[src/lc3b_pkg.sv]
package lc3b_pkg;

	typedef logic [15:0] lc3b_word;
	typedef logic [2:0] lc3b_reg;

	typedef enum logic [3:0] {
		op_br   = 4'b0000,
		op_add  = 4'b0001,
		op_ldb  = 4'b0010,
		op_stb  = 4'b0011,
		op_jsr  = 4'b0100,
		op_and  = 4'b0101,
		op_ldr  = 4'b0110,
		op_str  = 4'b0111,
		op_rti  = 4'b1000,
		op_not  = 4'b1001,
		op_ldi  = 4'b1010,
		op_sti  = 4'b1011,
		op_jmp  = 4'b1100,
		op_shf  = 4'b1101,
		op_lea  = 4'b1110,
		op_trap = 4'b1111
	} lc3b_opcode;

	// Bit 5 picks which view applies
	typedef union packed {
		struct packed {
			lc3b_opcode opcode;
			lc3b_reg    dr;
			lc3b_reg    sr1;
			logic       imm;
			logic [1:0] unused;
			lc3b_reg    sr2;
		} r;
		struct packed {
			lc3b_opcode opcode;
			lc3b_reg    dr;
			lc3b_reg    sr1;
			logic       imm;
			logic [4:0] imm5;
		} i;
	} lc3b_instr;

endpackage: lc3b_pkg

[src/alu_stations.sv]
`timescale 1ns/1ps

module alu_stations #(parameter rob_depth = 8, localparam tag_w = $clog2(rob_depth))
(
	input  logic clk,
	input  logic rst_n,
	output logic [2:0] station_busy,
	input  logic dispatch,
	input  logic [1:0] dispatch_id,
	input  lc3b_pkg::lc3b_opcode dispatch_op,
	input  logic [tag_w-1:0] dispatch_tag,
	input  lc3b_pkg::lc3b_word dispatch_vj,
	input  logic dispatch_jvalid,
	input  logic [tag_w-1:0] dispatch_qj,
	input  lc3b_pkg::lc3b_word dispatch_vk,
	input  logic dispatch_kvalid,
	input  logic [tag_w-1:0] dispatch_qk,
	output logic cdb_valid,
	output logic [tag_w-1:0] cdb_tag,
	output lc3b_pkg::lc3b_word cdb_data
);

lc3b_pkg::lc3b_opcode op [3];
lc3b_pkg::lc3b_word vj [3];
lc3b_pkg::lc3b_word vk [3];
logic [tag_w-1:0] qj [3];
logic [tag_w-1:0] qk [3];
logic [tag_w-1:0] dest [3];
logic [2:0] jvalid;
logic [2:0] kvalid;
logic [2:0] j_hit;
logic [2:0] k_hit;
logic [2:0] ready;
logic [1:0] sel;
lc3b_pkg::lc3b_word result;

assign ready = station_busy & jvalid & kvalid;

// Snoop our own bus for missing operands
always_comb
begin
	for (int i = 0; i < 3; i++)
	begin
		j_hit[i] = cdb_valid && station_busy[i] && !jvalid[i] && (qj[i] == cdb_tag);
		k_hit[i] = cdb_valid && station_busy[i] && !kvalid[i] && (qk[i] == cdb_tag);
	end
end

always_comb
begin
	if (ready[0])
		sel = 2'd0;
	else if (ready[1])
		sel = 2'd1;
	else
		sel = 2'd2;
end

// Shared ALU
always_comb
begin
	case (op[sel])
		lc3b_pkg::op_add: result = vj[sel] + vk[sel];
		lc3b_pkg::op_and: result = vj[sel] & vk[sel];
		default:          result = vj[sel] ^ vk[sel]; // NOT, k is all ones
	endcase
end

always_ff @(posedge clk)
begin
	if (!rst_n)
	begin
		station_busy <= '0;
		jvalid <= '0;
		kvalid <= '0;
		cdb_valid <= 1'b0;
	end
	else
	begin
		cdb_valid <= |ready;
		jvalid <= jvalid | j_hit;
		kvalid <= kvalid | k_hit;
		if (|ready)
			station_busy[sel] <= 1'b0; // Winner leaves on broadcast
		if (dispatch)
		begin
			station_busy[dispatch_id] <= 1'b1;
			jvalid[dispatch_id] <= dispatch_jvalid;
			kvalid[dispatch_id] <= dispatch_kvalid;
		end
	end
end

always_ff @(posedge clk)
begin
	if (|ready)
	begin
		cdb_tag <= dest[sel];
		cdb_data <= result;
	end
	for (int i = 0; i < 3; i++)
	begin
		if (j_hit[i])
			vj[i] <= cdb_data;
		if (k_hit[i])
			vk[i] <= cdb_data;
	end
	if (dispatch)
	begin
		op[dispatch_id] <= dispatch_op;
		dest[dispatch_id] <= dispatch_tag;
		vj[dispatch_id] <= dispatch_vj;
		qj[dispatch_id] <= dispatch_qj;
		vk[dispatch_id] <= dispatch_vk;
		qk[dispatch_id] <= dispatch_qk;
	end
end

a_dispatch_free: assert property (@(posedge clk) disable iff (!rst_n)
	dispatch |-> !station_busy[dispatch_id])
	else $error("alu_stations: dispatch to busy station %0d", dispatch_id);

endmodule: alu_stations

[src/instr_queue.sv]
`timescale 1ns/1ps

module instr_queue #(parameter queue_depth = 4)
(
	input  logic clk,
	input  logic rst_n,
	input  logic instr_valid,
	output logic instr_ready,
	input  lc3b_pkg::lc3b_instr instr,
	output logic head_valid,
	output lc3b_pkg::lc3b_instr head_instr,
	input  logic head_pop
);

localparam ptr_w = (queue_depth > 1) ? $clog2(queue_depth) : 1;
localparam cnt_w = $clog2(queue_depth + 1);

lc3b_pkg::lc3b_instr mem [queue_depth];
logic [ptr_w-1:0] wr_ptr;
logic [ptr_w-1:0] rd_ptr;
logic [cnt_w-1:0] count;
logic [cnt_w-1:0] count_next;
logic push;

assign push = instr_valid && instr_ready;
assign head_valid = (count != '0);
assign head_instr = mem[rd_ptr];

always_comb
begin
	count_next = count;
	if (push && !head_pop)
		count_next = count + 1'b1;
	else if (!push && head_pop)
		count_next = count - 1'b1;
end

always_ff @(posedge clk)
begin
	if (!rst_n)
	begin
		wr_ptr <= '0;
		rd_ptr <= '0;
		count <= '0;
		instr_ready <= 1'b0;
	end
	else
	begin
		if (push)
			wr_ptr <= (wr_ptr == ptr_w'(queue_depth - 1)) ? '0 : wr_ptr + 1'b1;
		if (head_pop)
			rd_ptr <= (rd_ptr == ptr_w'(queue_depth - 1)) ? '0 : rd_ptr + 1'b1;
		count <= count_next;
		instr_ready <= (count_next != cnt_w'(queue_depth)); // Not full next cycle
	end
end

always_ff @(posedge clk)
begin
	if (push)
		mem[wr_ptr] <= instr;
end

// Issue must never pop an empty queue
a_pop_valid: assert property (@(posedge clk) disable iff (!rst_n) head_pop |-> head_valid)
	else $error("instr_queue: pop while empty");

endmodule: instr_queue

[src/issue_control.sv]
`timescale 1ns/1ps

module issue_control #(parameter rob_depth = 8, localparam tag_w = $clog2(rob_depth))
(
	// Instruction queue
	input  logic head_valid,
	input  lc3b_pkg::lc3b_instr head_instr,
	output logic head_pop,
	// Register file
	output lc3b_pkg::lc3b_reg rd_sr1,
	output lc3b_pkg::lc3b_reg rd_sr2,
	input  lc3b_pkg::lc3b_word sr1_value,
	input  logic sr1_busy,
	input  logic [tag_w-1:0] sr1_tag,
	input  lc3b_pkg::lc3b_word sr2_value,
	input  logic sr2_busy,
	input  logic [tag_w-1:0] sr2_tag,
	// Results already in the ROB but not yet committed
	input  logic sr1_rob_done,
	input  lc3b_pkg::lc3b_word sr1_rob_value,
	input  logic sr2_rob_done,
	input  lc3b_pkg::lc3b_word sr2_rob_value,
	// CDB
	input  logic cdb_valid,
	input  logic [tag_w-1:0] cdb_tag,
	input  lc3b_pkg::lc3b_word cdb_data,
	// ROB
	input  logic [2:0] station_busy,
	input  logic rob_full,
	input  logic [tag_w-1:0] rob_tail,
	output logic rob_alloc,
	output lc3b_pkg::lc3b_reg rob_dest,
	output logic rename_en,
	output lc3b_pkg::lc3b_reg rename_reg,
	output logic [tag_w-1:0] rename_tag,
	// Reservation stations
	output logic dispatch,
	output logic [1:0] dispatch_id,
	output lc3b_pkg::lc3b_opcode dispatch_op,
	output logic [tag_w-1:0] dispatch_tag,
	output lc3b_pkg::lc3b_word dispatch_vj,
	output logic dispatch_jvalid,
	output logic [tag_w-1:0] dispatch_qj,
	output lc3b_pkg::lc3b_word dispatch_vk,
	output logic dispatch_kvalid,
	output logic [tag_w-1:0] dispatch_qk
);

lc3b_pkg::lc3b_opcode opcode;
lc3b_pkg::lc3b_word imm_sext;
logic is_alu;
logic stall;
logic alloc;

assign opcode = head_instr.r.opcode;
assign imm_sext = {{11{head_instr.i.imm5[4]}}, head_instr.i.imm5};
assign rd_sr1 = head_instr.r.sr1;
assign rd_sr2 = head_instr.r.sr2;

assign is_alu = (opcode == lc3b_pkg::op_add) || (opcode == lc3b_pkg::op_and) ||
	(opcode == lc3b_pkg::op_not);
assign stall = rob_full || (&station_busy);
assign alloc = head_valid && is_alu && !stall;
assign head_pop = head_valid && (alloc || !is_alu); // Other opcodes just fall out

assign rob_alloc = alloc;
assign rob_dest = head_instr.r.dr;
assign rename_en = alloc;
assign rename_reg = head_instr.r.dr;
assign rename_tag = rob_tail; // Tag is the ROB slot
assign dispatch = alloc;
assign dispatch_op = opcode;
assign dispatch_tag = rob_tail;
assign dispatch_qj = sr1_tag;
assign dispatch_qk = sr2_tag;

// Lowest free station
always_comb
begin
	if (!station_busy[0])
		dispatch_id = 2'd0;
	else if (!station_busy[1])
		dispatch_id = 2'd1;
	else
		dispatch_id = 2'd2;
end

always_comb
begin
	dispatch_jvalid = 1'b1;
	if (!sr1_busy)
		dispatch_vj = sr1_value;
	else if (cdb_valid && cdb_tag == sr1_tag)
		dispatch_vj = cdb_data; // Bypass from the bus
	else if (sr1_rob_done)
		dispatch_vj = sr1_rob_value;
	else
	begin
		dispatch_vj = '0;
		dispatch_jvalid = 1'b0; // Wait on sr1_tag
	end
end

always_comb
begin
	dispatch_kvalid = 1'b1;
	if (opcode == lc3b_pkg::op_not)
		dispatch_vk = '1; // XOR with ones gives NOT
	else if (head_instr.i.imm)
		dispatch_vk = imm_sext;
	else if (!sr2_busy)
		dispatch_vk = sr2_value;
	else if (cdb_valid && cdb_tag == sr2_tag)
		dispatch_vk = cdb_data;
	else if (sr2_rob_done)
		dispatch_vk = sr2_rob_value;
	else
	begin
		dispatch_vk = '0;
		dispatch_kvalid = 1'b0;
	end
end

endmodule: issue_control

[src/ooo_core.sv]
`timescale 1ns/1ps

module ooo_core #(parameter queue_depth = 4, parameter rob_depth = 8,
	localparam tag_w = $clog2(rob_depth))
(
	input  logic clk,
	input  logic rst_n,
	input  logic instr_valid,
	output logic instr_ready,
	input  lc3b_pkg::lc3b_instr instr,
	output logic commit_valid,
	output lc3b_pkg::lc3b_reg commit_reg,
	output lc3b_pkg::lc3b_word commit_value
);

lc3b_pkg::lc3b_instr head_instr;
logic head_valid, head_pop;
lc3b_pkg::lc3b_reg rd_sr1, rd_sr2, rob_dest, rename_reg;
lc3b_pkg::lc3b_word sr1_value, sr2_value, sr1_rob_value, sr2_rob_value;
logic sr1_busy, sr2_busy, sr1_rob_done, sr2_rob_done;
logic [tag_w-1:0] sr1_tag, sr2_tag, rob_tail, rename_tag, commit_tag;
logic rob_full, rob_alloc, rename_en;
logic [2:0] station_busy;
logic dispatch, dispatch_jvalid, dispatch_kvalid;
logic [1:0] dispatch_id;
lc3b_pkg::lc3b_opcode dispatch_op;
logic [tag_w-1:0] dispatch_tag, dispatch_qj, dispatch_qk;
lc3b_pkg::lc3b_word dispatch_vj, dispatch_vk;
logic cdb_valid;
logic [tag_w-1:0] cdb_tag;
lc3b_pkg::lc3b_word cdb_data;

instr_queue #(.queue_depth(queue_depth)) queue0 (
	.clk(clk), .rst_n(rst_n),
	.instr_valid(instr_valid), .instr_ready(instr_ready), .instr(instr),
	.head_valid(head_valid), .head_instr(head_instr), .head_pop(head_pop)
);

issue_control #(.rob_depth(rob_depth)) issue0 (
	.head_valid(head_valid), .head_instr(head_instr), .head_pop(head_pop),
	.rd_sr1(rd_sr1), .rd_sr2(rd_sr2),
	.sr1_value(sr1_value), .sr1_busy(sr1_busy), .sr1_tag(sr1_tag),
	.sr2_value(sr2_value), .sr2_busy(sr2_busy), .sr2_tag(sr2_tag),
	.sr1_rob_done(sr1_rob_done), .sr1_rob_value(sr1_rob_value),
	.sr2_rob_done(sr2_rob_done), .sr2_rob_value(sr2_rob_value),
	.cdb_valid(cdb_valid), .cdb_tag(cdb_tag), .cdb_data(cdb_data),
	.station_busy(station_busy), .rob_full(rob_full), .rob_tail(rob_tail),
	.rob_alloc(rob_alloc), .rob_dest(rob_dest),
	.rename_en(rename_en), .rename_reg(rename_reg), .rename_tag(rename_tag),
	.dispatch(dispatch), .dispatch_id(dispatch_id), .dispatch_op(dispatch_op),
	.dispatch_tag(dispatch_tag),
	.dispatch_vj(dispatch_vj), .dispatch_jvalid(dispatch_jvalid), .dispatch_qj(dispatch_qj),
	.dispatch_vk(dispatch_vk), .dispatch_kvalid(dispatch_kvalid), .dispatch_qk(dispatch_qk)
);

alu_stations #(.rob_depth(rob_depth)) stations0 (
	.clk(clk), .rst_n(rst_n), .station_busy(station_busy),
	.dispatch(dispatch), .dispatch_id(dispatch_id), .dispatch_op(dispatch_op),
	.dispatch_tag(dispatch_tag),
	.dispatch_vj(dispatch_vj), .dispatch_jvalid(dispatch_jvalid), .dispatch_qj(dispatch_qj),
	.dispatch_vk(dispatch_vk), .dispatch_kvalid(dispatch_kvalid), .dispatch_qk(dispatch_qk),
	.cdb_valid(cdb_valid), .cdb_tag(cdb_tag), .cdb_data(cdb_data)
);

// ROB lookups follow the tags read from the register file
reorder_buffer #(.rob_depth(rob_depth)) rob0 (
	.clk(clk), .rst_n(rst_n),
	.rob_alloc(rob_alloc), .rob_dest(rob_dest), .rob_full(rob_full), .rob_tail(rob_tail),
	.cdb_valid(cdb_valid), .cdb_tag(cdb_tag), .cdb_data(cdb_data),
	.rd_tag1(sr1_tag), .rd_tag2(sr2_tag),
	.rd_done1(sr1_rob_done), .rd_value1(sr1_rob_value),
	.rd_done2(sr2_rob_done), .rd_value2(sr2_rob_value),
	.commit_valid(commit_valid), .commit_reg(commit_reg),
	.commit_value(commit_value), .commit_tag(commit_tag)
);

reg_rename_file #(.rob_depth(rob_depth)) regs0 (
	.clk(clk), .rst_n(rst_n),
	.rd_sr1(rd_sr1), .rd_sr2(rd_sr2),
	.sr1_value(sr1_value), .sr1_busy(sr1_busy), .sr1_tag(sr1_tag),
	.sr2_value(sr2_value), .sr2_busy(sr2_busy), .sr2_tag(sr2_tag),
	.rename_en(rename_en), .rename_reg(rename_reg), .rename_tag(rename_tag),
	.commit_valid(commit_valid), .commit_reg(commit_reg),
	.commit_value(commit_value), .commit_tag(commit_tag)
);

endmodule: ooo_core

[src/reg_rename_file.sv]
`timescale 1ns/1ps

module reg_rename_file #(parameter rob_depth = 8, localparam tag_w = $clog2(rob_depth))
(
	input  logic clk,
	input  logic rst_n,
	input  lc3b_pkg::lc3b_reg rd_sr1,
	input  lc3b_pkg::lc3b_reg rd_sr2,
	output lc3b_pkg::lc3b_word sr1_value,
	output logic sr1_busy,
	output logic [tag_w-1:0] sr1_tag,
	output lc3b_pkg::lc3b_word sr2_value,
	output logic sr2_busy,
	output logic [tag_w-1:0] sr2_tag,
	input  logic rename_en,
	input  lc3b_pkg::lc3b_reg rename_reg,
	input  logic [tag_w-1:0] rename_tag,
	input  logic commit_valid,
	input  lc3b_pkg::lc3b_reg commit_reg,
	input  lc3b_pkg::lc3b_word commit_value,
	input  logic [tag_w-1:0] commit_tag
);

lc3b_pkg::lc3b_word value [8];
logic [7:0] busy;
logic [tag_w-1:0] tag [8];

assign sr1_value = value[rd_sr1];
assign sr1_busy = busy[rd_sr1];
assign sr1_tag = tag[rd_sr1];
assign sr2_value = value[rd_sr2];
assign sr2_busy = busy[rd_sr2];
assign sr2_tag = tag[rd_sr2];

always_ff @(posedge clk)
begin
	if (!rst_n)
	begin
		busy <= '0;
		for (int i = 0; i < 8; i++)
			value[i] <= '0;
	end
	else
	begin
		if (commit_valid)
		begin
			value[commit_reg] <= commit_value;
			if (tag[commit_reg] == commit_tag) // Newer rename keeps it busy
				busy[commit_reg] <= 1'b0;
		end
		if (rename_en)
			busy[rename_reg] <= 1'b1; // Wins over a same-cycle commit
	end
end

always_ff @(posedge clk)
begin
	if (rename_en)
		tag[rename_reg] <= rename_tag;
end

endmodule: reg_rename_file

[src/reorder_buffer.sv]
`timescale 1ns/1ps

module reorder_buffer #(parameter rob_depth = 8, localparam tag_w = $clog2(rob_depth))
(
	input  logic clk,
	input  logic rst_n,
	input  logic rob_alloc,
	input  lc3b_pkg::lc3b_reg rob_dest,
	output logic rob_full,
	output logic [tag_w-1:0] rob_tail,
	input  logic cdb_valid,
	input  logic [tag_w-1:0] cdb_tag,
	input  lc3b_pkg::lc3b_word cdb_data,
	// Lookup of finished results for issue
	input  logic [tag_w-1:0] rd_tag1,
	input  logic [tag_w-1:0] rd_tag2,
	output logic rd_done1,
	output lc3b_pkg::lc3b_word rd_value1,
	output logic rd_done2,
	output lc3b_pkg::lc3b_word rd_value2,
	output logic commit_valid,
	output lc3b_pkg::lc3b_reg commit_reg,
	output lc3b_pkg::lc3b_word commit_value,
	output logic [tag_w-1:0] commit_tag
);

lc3b_pkg::lc3b_reg dest [rob_depth];
lc3b_pkg::lc3b_word value [rob_depth];
logic [rob_depth-1:0] done;
logic [tag_w-1:0] head;
logic [tag_w-1:0] tail;
logic [tag_w-1:0] cdb_offset;
logic [tag_w:0] count;
logic retire;

assign rob_full = (count == (tag_w+1)'(rob_depth));
assign rob_tail = tail;
assign retire = (count != '0) && done[head];
assign cdb_offset = cdb_tag - head; // Distance from head, wraps with depth

// Done stays set after retire until the slot is reused
assign rd_done1 = done[rd_tag1];
assign rd_value1 = value[rd_tag1];
assign rd_done2 = done[rd_tag2];
assign rd_value2 = value[rd_tag2];

always_ff @(posedge clk)
begin
	if (!rst_n)
	begin
		head <= '0;
		tail <= '0;
		count <= '0;
		done <= '0;
		commit_valid <= 1'b0;
	end
	else
	begin
		if (rob_alloc)
		begin
			done[tail] <= 1'b0;
			tail <= tail + 1'b1;
		end
		if (cdb_valid)
			done[cdb_tag] <= 1'b1;
		if (retire)
			head <= head + 1'b1;
		commit_valid <= retire;
		count <= count + {{tag_w{1'b0}}, rob_alloc} - {{tag_w{1'b0}}, retire};
	end
end

always_ff @(posedge clk)
begin
	if (rob_alloc)
		dest[tail] <= rob_dest;
	if (cdb_valid)
		value[cdb_tag] <= cdb_data;
	if (retire)
	begin
		commit_reg <= dest[head];
		commit_value <= value[head];
		commit_tag <= head;
	end
end

a_no_alloc_full: assert property (@(posedge clk) disable iff (!rst_n) rob_alloc |-> !rob_full)
	else $error("reorder_buffer: allocation while full");

// A broadcast must land on a live entry still waiting for its result
a_cdb_live: assert property (@(posedge clk) disable iff (!rst_n)
	cdb_valid |-> ({1'b0, cdb_offset} < count) && !done[cdb_tag])
	else $error("reorder_buffer: CDB tag %0d not pending", cdb_tag);

endmodule: reorder_buffer

[config.mk]
export PLATFORM = sky130hd
export DESIGN_NAME = ooo_core
export DESIGN_NICKNAME = d
export VERILOG_FILES = /design/src/lc3b_pkg.sv /design/src/alu_stations.sv /design/src/instr_queue.sv /design/src/issue_control.sv /design/src/ooo_core.sv /design/src/reg_rename_file.sv /design/src/reorder_buffer.sv
export SDC_FILE = /design/constraint.sdc
export NUM_CORES = 1
export LEC_CHECK = 0
export BUFFER_PORTS_ARGS = -buffer_cell sky130_fd_sc_hd__buf_2
export CAP_MARGIN = 20
export CELL_PAD_IN_SITES_DETAIL_PLACEMENT = 2
export CELL_PAD_IN_SITES_GLOBAL_PLACEMENT = 2
export CORE_ASPECT_RATIO = 0.75
export CORE_MARGIN = 2
export CORE_UTILIZATION = 30
export CTS_BUF_LIST = sky130_fd_sc_hd__clkbuf_16
export DETAILED_ROUTE_END_ITERATION = 7
export GPL_TIMING_DRIVEN = 0
export HOLD_SLACK_MARGIN = 0.03
export PLACE_DENSITY = 0.55
export RECOVER_POWER = 100
export SYNTH_ARGS = -nofsm -noshare
export SYNTH_HDL_FRONTEND = slang
export SYNTH_SLANG_ARGS = --single-unit
export TNS_END_PERCENT = 1
[constraint.sdc]
create_clock -name clk -period 4.7 [get_ports clk]
set_input_delay 0.94 -clock clk [delete_from_list [all_inputs] [get_ports clk]]
set_output_delay 0.94 -clock clk [all_outputs]
set_load 0.02 [all_outputs]
**Word level (Yosys, flattened, before mapping)**

Memory sizes are Yosys's and may differ from the RTL's. A register that Yosys moved wholly into a read port is not among the register bits.
Index checks and enable logic that the tools add are counted.

- Output and inout port bits: 21
- Logic and storage cells: 223
- Flip-flop bits (word level): 64
- Input bits: 19
- Memory bits (writable): 503
- Memories kept: 11

- Bitwise gates (word level): 15
- Multiplexer cells: 88
- $lt $le $gt $ge: 17
- Eq/ne operators: 18
- Add/subtract/negate cells: 9
- Reductions and logical operators: 49

Memory list:

| name | words | width | read ports | clocked after Yosys merged registers in | write ports | RTL line | text |
|---|---|---|---|---|---|---|---|
| regs0.value | 8 | 16 | 2 | 0 | 8 | reg_rename_file.sv:24 | `lc3b_pkg::lc3b_word value [8];` |
| rob0.value | 8 | 16 | 3 | 1 | 1 | reorder_buffer.sv:28 | `lc3b_pkg::lc3b_word value [rob_depth];` |
| queue0.mem | 4 | 16 | 1 | 1 | 1 | instr_queue.sv:18 | `lc3b_pkg::lc3b_instr mem [queue_depth];` |
| stations0.vj | 3 | 16 | 1 | 0 | 4 | alu_stations.sv:24 | `lc3b_pkg::lc3b_word vj [3];` |
| stations0.vk | 3 | 16 | 1 | 0 | 4 | alu_stations.sv:25 | `lc3b_pkg::lc3b_word vk [3];` |
| regs0.tag | 8 | 3 | 3 | 0 | 1 | reg_rename_file.sv:26 | `logic [tag_w-1:0] tag [8];` |
| +5 memories | -- | -- | -- | -- | -- | -- |  |

Operators with widths:

| cell | count |
|---|---|
| $mux W16 | 9 |
| $mux W8 | 7 |
| $mux W1 | 42 |
| $lt A3 B4 Y1 const B | 9 |
| $pmux W16 S2 | 1 |
| $logic_and A1 B1 Y1 | 30 |
| $eq A3 B3 Y1 | 9 |
| $mux W3 | 8 |
| $add A16 B16 Y16 | 1 |
| $and A16 B16 Y16 | 1 |
| $and A8 B8 Y8 | 2 |
| $mux W2 | 8 |
| $not A8 Y8 | 2 |
| $or A8 B8 Y8 | 2 |
| $reduce_or A16 Y1 | 1 |
| $xor A16 B16 Y16 | 1 |
| $bmux W1 S3 | 5 |
| $demux W1 S3 | 4 |
| $ge A3 B1 Y1 const B | 4 |
| $logic_not A1 Y1 | 10 |
| $add A3 B1 Y3 const B | 3 |
| $and A3 B3 Y3 | 3 |
| $or A3 B3 Y3 | 3 |
| $eq A4 B1 Y1 const B | 2 |
| 18 further kinds | 29 |

**Depth between registers and ports, before layout**

Gate-level depths: netlist of the first run.

- Word-level depth: 14
- Depth in mapped cells: 17
- Gate-level depth less buffers: 13

**Cells and area by module**

From an unflattened synthesis of the first run, not the netlist that was laid out.

- Cells, all modules: 2140
- Area total of the unflattened synthesis: 30354.1 um^2

Modules (own cells, without submodules):

| module | cells each | area each (um^2) | sequential area each (um^2) | times used |
|---|---|---|---|---|
| reorder_buffer | 486 | 9648.0 | 5605.4 | 1 |
| reg_rename_file | 532 | 8485.6 | 4724.5 | 1 |
| alu_stations | 776 | 8036.5 | 4824.6 | 1 |
| instr_queue | 140 | 2826.5 | 2122.0 | 1 |
| issue_control | 206 | 1357.6 | 0.0 | 1 |

**Worst setup path after synthesis of the first run**

Ideal clock, no wire load.

- Kind: flip-flop to flip-flop
- From: register stations0.station_busy[1]
- To: register stations0.cdb_data[15] (data pin)
- Data arrival time: 3568 ps
- Slack: 876 ps
- Cell stages (with the launch flop): 16
- Period minus slack after synthesis: 3824 ps
- Required time: 4444 ps
- Buffers on the path: 2
- Library setup time: 256 ps
- Path through: dfxtp_1 -> nand3_1 -> buf_1 -> clkbuf_1 -> mux2i_1 -> o21ai_0 -> ha_1 -> a21o_1 -> a21o_1 -> a21o_1 -> a21oi_1 -> o211ai_1 -> a31oi_1 -> o21bai_1 -> a2111o_1 -> o211a_1

- Cells in the longest elaborated chain, start to end: 7
- Elaborated cells on any way between the ends: 13
- Classes of those cells: 1 x add/sub; 2 x eq/ne; 3 x mux; 4 x bitwise; 3 x memory

Ends and longest elaborated chain:

| element | RTL line | text |
|---|---|---|
| start: declaration | alu_stations.sv:7 | `output logic [2:0] station_busy,` |
| start signal: assignment | alu_stations.sv:73 | `station_busy <= '0;` |
| start signal: indexed assignment | alu_stations.sv:84 | `station_busy[sel] <= 1'b0;` |
| start signal: indexed assignment | alu_stations.sv:87 | `station_busy[dispatch_id] <= 1'b1;` |
| $and A3 B3 Y3 * (2 in series) | alu_stations.sv:37 | `assign ready = station_busy & jvalid & kvalid;` |
| $mux W2 * | alu_stations.sv:53 | `else if (ready[1])` |
| $mux W2 * | alu_stations.sv:51 | `if (ready[0])` |
| $mem_v2 Z3 W16, or another cell as far along | -- |  |
| $add A16 B16 Y16, or another cell as far along | alu_stations.sv:63 | `lc3b_pkg::op_add: result = vj[sel] + vk[sel];` |
| $pmux W16 S2 * | alu_stations.sv:62 | `case (op[sel])` |
| net stations0.result[15] | alu_stations.sv:35 | `lc3b_pkg::lc3b_word result;` |
| end signal: assignment | alu_stations.sv:99 | `cdb_data <= result;` |
| end: declaration | alu_stations.sv:20 | `output lc3b_pkg::lc3b_word cdb_data` |

Mark *: on every way through the listed nets, which the timed path passes. The rest lies on a longest branch.
A chain may end at the register's enable or synchronous reset.

==> results of run 1 <==
-- report_power, final --
group | total (W) | switching, W | internal (W) | leakage [nW]
logic | 0.00821 | 0.00541 | 0.00280 | 5.26
clock network | 0.00556 | 0.00232 | 0.00324 | 1.15
registers | 0.00637 | 0.000166 | 0.00620 | 5.47
-- logic make-up after synthesis --
group | Yosys count | share of synthesized area
muxes | 384 | 0.191
xor gates and xnor gates | 36 | 0.0109
AOI/OAI and AO/OA | 381 | 0.0791
DFF | 591 | 0.581
adders and majority gates | 35 | 0.0149
buffers and inverters | 197 | 0.0272
and+or+nand+nor | 581 | 0.0958
-- through the flow --
stage | area (um2) | power, W | utilization | hold slack (ps)
after CTS | 34500 | 0.0203 | 0.353 | 446
after global placement | 31500 | 0.0144 | 0.323 | 466
after global routing | 34200 | 0.0210 | 0.350 | 525
final | 34200 | 0.0201 | 0.350 | 506
after floorplan | 29700 | 0.0114 | - | 435
after detailed placement | 32200 | 0.0146 | 0.329 | 490
-- final cells by class --
class                      count  area (um2)
clock buffer                  73        1830
inverter                      60         225
sequential                   591       17300
buffer                       137         631
clock inverter                48         435
fill                       10000       63500
timing repair buffer          83         470
tap                         1313        1640
multi-input combinational   1417       11700
-- worst min path at each step --
stage                                         start                           end  slack, ps  cells after the start
after CTS                                  instr[1]    queue0.mem[2][1]$_DFFE_PP_        450                      1
after floorplan           rob0.head[0]$_SDFFE_PN0P_  rob0.commit_tag[0]$_DFFE_PP_        430                      0
after global routing      rob0.head[2]$_SDFFE_PN0P_  rob0.commit_tag[2]$_DFFE_PP_        530                      0
after detailed placement  rob0.head[0]$_SDFFE_PN0P_  rob0.commit_tag[0]$_DFFE_PP_        490                      0
after global placement    rob0.head[0]$_SDFFE_PN0P_  rob0.commit_tag[0]$_DFFE_PP_        470                      0
final                     rob0.head[0]$_SDFFE_PN0P_  rob0.commit_tag[0]$_DFFE_PP_        510                      0
-- worst max-delay path: cells and delay by family (launching register included) --
family	cells	cell delay, ps
buffers and inverters	3	1290
multiplexers	2	810
AO/OA/AOI/OAI	4	990
AND/OR/NAND/NOR	3	1080
flip-flops	1	310
-- timing repair --
| item | in CTS | in global routing |
|---|---|---|
| setup endpoints to repair | 92 | 73 |
| buffers inserted | 0 | 3 |
| cloned | 0 | 0 |
| hold endpoints to repair | 0 | 0 |
| gates resized for setup | 24 | 22 |
| pin swaps | 1 | 1 |
-- placed cells by master, fill, tap and decap left out, drive strengths merged, types with 12 or more instances in the layout --
| cell type | n |
|---|---|
| edfxtp | 544 |
| clkbuf | 225 |
| nand2 | 177 |
| o21ai | 158 |
| mux2i | 157 |
| mux4 | 135 |
| and2 | 135 |
| nor2 | 102 |
| mux2 | 92 |
| nand3 | 86 |
| a21oi | 79 |
| inv | 72 |
| buf | 67 |
| dfxtp | 47 |
| o22ai | 37 |
| ha | 33 |
| clkinv | 27 |
| xor2 | 23 |
| a222oi | 15 |
| nand2b | 14 |
| nand4 | 14 |
| a31oi | 14 |
| xnor2 | 13 |
| a21o | 12 |
| nor3 | 12 |
-- metal layers --
layer	global-route usage	routed length, um	vias up	share of wire
li1	-	-	8794	-
met1	0.320	53200	10900	0.48
met2	0.333	49900	546	0.45
met3	0.0316	5330	138	0.048
met4	0.0545	2210	0	0.020
met5	0	0	-	0
==> flow_summary.ini, run 1 <==
[cts]
cts_buffers = 69
clk_pin_slew_ps = 60
insertion_delay_ps = 650
cts_num_sinks = 591
root_buffer = clkbuf_16
cts_max_level = 3
cts_max_path_buffers = 3
cts_tree = done
holdBufCountCts = 0

[power_and_ir_drop]
powerDensity_nw_per_um2 = 589
vdd_drop_max_mv = 0.390
leakage_nw = 11.9

[sta]
skew_ps = 19.8
timing.fmax_mhz = 213
slew_viol_final = 142
finalCritPeriodShare = 0.998
rsz0062_at_grt = true
setup_tns_ps = 0
finalSetupViolations = 0
fin_crit_ps = 4690
setup_slack_ps = 9.19
worst_slew_pin_slew_ps = 2870
slew-limit-headroom = -0.918
finalHoldViolCount = 0

[logic_synthesis]
synth_top_area_frac = 0.550
syn_area_um2 = 29700
ys_top_cells_by_area = edfxtp_1 55%, mux4_2 10%, mux2i_1 5.3%
synth_top_cell_by_area = edfxtp_1
synthFlopType = edfxtp_1
synth_most_common_cell = edfxtp_1
synth-seq-cells = 591
syn_nets = 2258
ys_warn_count = 0
synthTopCellsByCount = 544 x edfxtp_1, 177 x nand2_1, 156 x mux2i_1
seq_area_frac_synth = 0.581
syn_inst = 2205
synth-async-reset-ratio = 0
synth_edf_count = 544
synth.distinct_cells = 69
syn_avg_cell_area_um2 = 13.5

[setup_path]
path_cells = buf_4 -> mux4_2 -> buf_2 -> and2_1 -> a22oi_1 -> nand2_1 -> nor2_1 -> clkbuf_1 -> a222oi_1 -> mux2i_1 -> a21oi_1 -> o22ai_1
r2r_cells = 12
critical_path_arrival_ps = 5160
r2r_slack_ps = 9
worstPathMaxFanout = 10
r2r_end = stations0.vj[2][10]$_DFFE_PP_
worstSetupEndpointType = flip-flop
start_kind = flip-flop
required_ps = 5170
cp_slowest_cell = clkbuf_1
crit_type = reg -> reg
cp-endpoint = stations0.vj[2][10]$_DFFE_PP_
critPathMaxStageDelay_ps = 830

[floorplan]
fp.dieH_um = 277
core-area_um2 = 97700
start_util = 0.304
num_io_pins = 40
die_x_um = 367
fp.dieArea_um2 = 102000
row_count = 99

[drt]
ant_nets = 0
drtIter0Drc = 1610
vias = 20300
routed_wl_um = 111000
wl_per_cell_um = 29.7
route.detailed.drc = 0
vias_per_cell = 5.46
drtPass1Iterations = 5

[final_layout]
n_antenna_cell = 0
fin_nets = 2412
reg.largest.list = regs0.value: 128 flops, rob0.value: 128 flops, queue0.mem: 64 flops
final_cell_count_no_fill = 3722
drive_gt1_frac = 0.174
syn2layout_area_growth_pct = 15.2

[global_routing]
grt_first_pass_wirelength_um = 160000
grt_usage = 0.217
grt-ovfl-total = 0
grt_pass1_vias = 22200
antenna_found_initial = 0
grt_start_max_net_pins = 25

[place]
pre_cts_slack_ps = -1220
dpl.cell_count = 3594
port_buffers = 39
place_hpwl_um = 80400
gp_congestion = 0.851

[outcome]
status = finished with violations
violations = max-capacitance violations, max-slew violations

[worst_hold_path]
hold_path.class = reg -> reg

[job]
cap_violations = 10
(Power assumes the default switching activity.)
==> run 2: changes to the inputs <==
- PLACE_DENSITY: 0.55 -> not set
- PLACE_DENSITY_LB_ADDON: not set -> 0.1
==> flow_summary.ini, run 2 (synthesized netlist as in run 1, its figures left out) <==
[cts]
clk_pin_slew_ps = 60
cts_max_path_buffers = 3
cts_tree = done
cts_max_level = 3
cts_num_sinks = 591
root_buffer = clkbuf_16
insertion_delay_ps = 650
cts_buffers = 69
holdBufCountCts = 0

[setup_path]
worstPathMaxFanout = 10
r2r_cells = 13
worstSetupPathDepth = 13
critical_path_arrival_ps = 4950
critPathMaxStageDelay_ps = 480
crit_family = buffers and inverters
worstSetupEndpointType = flip-flop
r2r_end = stations0.vk[2][12]$_DFFE_PP_
critical_path.most_common_cell = buf_4
start_kind = flip-flop
cp_slowest_cell = mux2i_1
crit_type = reg -> reg
required_ps = 5080
path_buf_inv = 5
r2r_slack_ps = 130
path_cells = buf_2 -> mux4_2 -> clkbuf_1 -> clkbuf_4 -> mux2i_1 -> buf_4 -> and2_1 -> nand3_1 -> nand4_1 -> or2_1 -> buf_4 -> o21ai_2 -> mux2_2

[sta]
worst_slew_pin_slew_ps = 2910
slew_viol_final = 126
slew-limit-headroom = -0.946
timing.fmax_mhz = 219
finalCritPeriodShare = 0.972
skew_ps = 19.5
finalSetupViolations = 0
rsz0062_at_grt = true
finalHoldViolCount = 0
setup_slack_ps = 131
hold_ws_ps = 496
fin_crit_ps = 4570

[drt]
vias = 20200
ant_nets = 0
routed_wl_um = 112000
wl_per_cell_um = 30.0
drtIter0Drc = 1576
drtPass1Iterations = 5
route.detailed.drc = 0
vias_per_cell = 5.43

[final_layout]
fill_cells = 10100
stdcell_area_um2 = 34100
drive_gt1_frac = 0.175
reg.largest.list = regs0.value: 128 flops, rob0.value: 128 flops, queue0.mem: 64 flops
finish.utilization = 0.349
final_cell_mix = 544 x edfxtp_1, 176 x nand2_1, 155 x mux2i_1, 138 x o21ai_0, 134 x mux4_2
fin_nets = 2415
n_antenna_cell = 0
syn2layout_area_growth_pct = 14.8
layout_commonest_cell = edfxtp_1

[place]
place_area_um2 = 32200
port_buffers = 39
place_hpwl_um = 81200
gp_congestion = 0.823
pre_cts_slack_ps = -1150

[worst_hold_path]
min_to = rob0.commit_tag[0]$_DFFE_PP_
hold_start = rob0.head[0]$_SDFFE_PN0P_
hold_path.class = reg -> reg
hold_depth = 0

[floorplan]
start_util = 0.304
fp.dieH_um = 277
num_io_pins = 40
core-area_um2 = 97700
row_count = 99
die_x_um = 367
fp.dieArea_um2 = 102000

[global_routing]
grt_usage = 0.219
grt_start_max_net_pins = 25
grt_pass1_vias = 22200
grt-ovfl-total = 0
grt_first_pass_wirelength_um = 161000
antenna_found_initial = 1

[outcome]
violations = max-capacitance violations, max-slew violations
status = finished with violations

[power_and_ir_drop]
leakage_nw = 11.9
vdd_drop_max_mv = 0.330
powerDensity_nw_per_um2 = 581

[job]
cap_violations = 7
==> run 2: metrics by stage <==
stage / setup TNS (ps) / power, W / cells
4_1_cts: 0 / 0.0199 / 3722
5_1_grt: -542 / 0.0207 / 3728
3_3_place_gp: -101850 / 0.0145 / 3557
2_1_floorplan: 0 / 0.0114 / 2205
6_report: 0 / 0.0198 / 3728
3_5_place_dp: -11600 / 0.0147 / 3598
==> run 2: repair_timing <==
| action | in CTS | in global routing |
|---|---|---|
| pin swaps | 1 | 1 |
| gates resized for setup | 33 | 20 |
| setup buffers | 0 | 4 |
| setup endpoints to repair | 73 | 59 |
==> run 2: area by class of cell <==
type | instances | area [um2] | share of cell area
Sequential cell | 591 | 17300 | 0.507
Multi-Input combinational cell | 1417 | 11700 | 0.343
Clock buffer | 71 | 1780 | 0.0521
Tap cell | 1313 | 1640 | 0.0482
Buffer | 135 | 629 | 0.0185
Timing Repair Buffer | 88 | 543 | 0.0159
Clock inverter | 53 | 290 | 0.00851
Inverter | 60 | 226 | 0.00664
==> run 2: how the worst max path moves through the flow <==
stage,from,to
after global routing,flip-flop,stations0.vk[2][14]$_DFFE_PP_
final,flip-flop,stations0.vk[2][12]$_DFFE_PP_
after floorplan,stations0.station_busy[1]$_SDFF_PN0_,stations0.cdb_data[15]$_DFFE_PN_
after CTS,flip-flop,stations0.vk[2][14]$_DFFE_PP_
after global placement,stations0.station_busy[1]$_SDFF_PN0_,stations0.cdb_data[14]$_DFFE_PN_
after detailed placement,stations0.station_busy[1]$_SDFF_PN0_,stations0.cdb_data[14]$_DFFE_PN_
==> run 2: worst reg2reg max path, cell delays in order, from the launching register on <==
cell,delay (ps)
dfxtp_1,290
buf_2,180
mux4_2,350
clkbuf_1,460
clkbuf_4,440
mux2i_1,480
buf_4,330
and2_1,370
nand3_1,120
nand4_1,210
or2_1,250
buf_4,340
o21ai_2,200
mux2_2,290
==> run 2: per-layer routing <==
| metal | vias to the layer above | global-route usage | routed length (um) |
|---|---|---|---|
| met5 | - | 0 | 0 |
| met4 | 0 | 0.0434 | 2130 |
| met3 | 151 | 0.0337 | 4440 |
| met2 | 483 | 0.346 | 51100 |
| met1 | 10800 | 0.319 | 54000 |
| li1 | 8807 | - | - |
==> run 2: where the power goes <==
part           switching [W]  internal (W)  leakage, nW
clock network        0.00227       0.00284         1.11
registers           0.000172       0.00620         5.47
logic                0.00546       0.00285         5.29
==> run 3: changes to the inputs <==
- CORE_ASPECT_RATIO: 0.75 -> 0.6
==> flow_summary.ini, run 3 (synthesized netlist as in run 1, its figures left out) <==
[outcome]
status = finished with violations
violations = max-capacitance violations, max-slew violations

[cts]
cts_buffers = 60
insertion_delay_ps = 660
cts_max_level = 2
cts_tree = done
cts_max_path_buffers = 3
holdBufCountCts = 0
clk_pin_slew_ps = 60
root_buffer = clkbuf_16
cts_num_sinks = 591

[job]
cap_violations = 8

[drt]
drtPass1Iterations = 6
route.detailed.drc = 0
wl_per_cell_um = 30.9
ant_nets = 0
routed_wl_um = 115000
drtIter0Drc = 1740
vias = 20400
vias_per_cell = 5.48

[sta]
finalSetupViolations = 0
rsz0062_at_grt = true
fin_crit_ps = 4650
hold_ws_ps = 474
setup_slack_ps = 50.9
slew-limit-headroom = -0.728
finalHoldViolCount = 0
timing.fmax_mhz = 215
finalCritPeriodShare = 0.989
skew_ps = 25.7
slew_viol_final = 105
worst_slew_pin_slew_ps = 2580

[global_routing]
grt_pass1_vias = 21800
grt_usage = 0.227
grt_first_pass_wirelength_um = 164000
grt_start_max_net_pins = 24
antenna_found_initial = 3
grt-ovfl-total = 0

[final_layout]
fin_nets = 2409
fill_cells = 10100
syn2layout_area_growth_pct = 14.4
drive_gt1_frac = 0.182
finish.utilization = 0.346
final_cell_mix = 544 x edfxtp_1, 176 x nand2_1, 156 x mux2i_1, 137 x o21ai_0, 134 x mux4_2
stdcell_area_um2 = 34000
layout_commonest_cell = edfxtp_1
n_antenna_cell = 0
reg.largest.list = regs0.value: 128 flops, rob0.value: 128 flops, queue0.mem: 64 flops

[setup_path]
r2r_end = stations0.vk[2][10]$_DFFE_PP_
worstSetupEndpointType = flip-flop
cp_slowest_cell = mux2i_1
worstPathMaxFanout = 10
path_cells = buf_2 -> mux4_2 -> clkbuf_1 -> buf_2 -> mux2i_1 -> buf_4 -> and2_1 -> nand3_1 -> nand4_1 -> or2_1 -> buf_4 -> o21ai_2 -> mux2_2
critPathMaxStageDelay_ps = 510
r2r_slack_ps = 50
required_ps = 5100
critical_path_arrival_ps = 5050
crit_type = reg -> reg
r2r_cells = 13
start_kind = flip-flop

[worst_hold_path]
hold_start = rob0.head[0]$_SDFFE_PN0P_
hold_path.class = reg -> reg
min_to = rob0.commit_tag[0]$_DFFE_PP_
hold_depth = 0

[floorplan]
fp.dieArea_um2 = 102000
num_io_pins = 40
start_util = 0.303
die_x_um = 410
row_count = 89
fp.dieH_um = 248
core-area_um2 = 98200

[place]
port_buffers = 39
gp_congestion = 0.862
place_area_um2 = 32300
place_hpwl_um = 86100
pre_cts_slack_ps = -1310

[power_and_ir_drop]
p_sw_w = 0.00801
leakage_nw = 11.8
p_seq_frac = 0.324
vdd_drop_max_mv = 0.408
p_comb_frac = 0.432
p_sw_frac = 0.407
p_int_w = 0.0117
p_clk_frac = 0.244
powerDensity_nw_per_um2 = 580
==> run 3: power groups by stage <==
stage	Clock [W]	Sequential (W)	Combinational [W]
after floorplan	0	0.00641	0.00498
final	0.00482	0.00637	0.00851
after global routing	0.00513	0.00641	0.00902
after CTS	0.00493	0.00637	0.00841
after detailed placement	0	0.00648	0.00834
after global placement	0	0.00647	0.00802
==> run 3: metrics by stage <==
stage,std cells,power (W),TNS (ps)
floorplan,2205,0.0114,0
global placement,3563,0.0145,-121570
detailed placement,3604,0.0148,-17950
CTS,3714,0.0197,-1330
global route,3722,0.0206,-1920
finish,3722,0.0197,0
==> run 3: critical path: cells and delay by family, from the launching register on <==
| family | cells | cell delay (ps) |
|---|---|---|
| compound gates | 1 | 170 |
| buf+inv | 5 | 1780 |
| flops | 1 | 300 |
| simple gates | 4 | 960 |
| mux | 3 | 1150 |
==> run 3: what timing repair did <==
item                                   4_1_cts  5_1_grt
buffers inserted                             1        4
pin swaps                                    2        1
endpoints found under the hold margin        0        0
resized for setup                           32       29
setup endpoints to repair                   90       83
==> run 3: area by class of cell <==
class	instances	area (um2)	area share
Buffer	135	634	0.0187
Clock buffer	61	1530	0.0449
Clock inverter	48	347	0.0102
Inverter	60	225	0.00663
Multi-Input combinational cell	1417	11700	0.345
Sequential cell	591	17300	0.508
Tap cell	1319	1650	0.0486
Timing Repair Buffer	91	586	0.0172
==> run 3: how the worst max path moves through the flow <==
stage	from	endpoint	slack [ps]	cells after the start
CTS	flip-flop	stations0.vk[0][13]$_DFFE_PP_	-150	14
global placement	stations0.station_busy[1]$_SDFF_PN0_	stations0.cdb_data[12]$_DFFE_PN_	-1290	15
finish	flip-flop	stations0.vk[2][10]$_DFFE_PP_	50	13
global route	flip-flop	stations0.vk[2][14]$_DFFE_PP_	-110	12
detailed placement	stations0.station_busy[1]$_SDFF_PN0_	stations0.cdb_data[12]$_DFFE_PN_	-1310	15
floorplan	stations0.station_busy[1]$_SDFF_PN0_	stations0.cdb_data[15]$_DFFE_PN_	880	15
==> run 3: metal layers <==
layer,vias to the layer above,wire [um],GRT usage
met5,-,0,0
met4,0,2170,0.0490
met3,132,7250,0.0476
met2,583,47700,0.326
met1,10900,58000,0.347
li1,8809,-,-
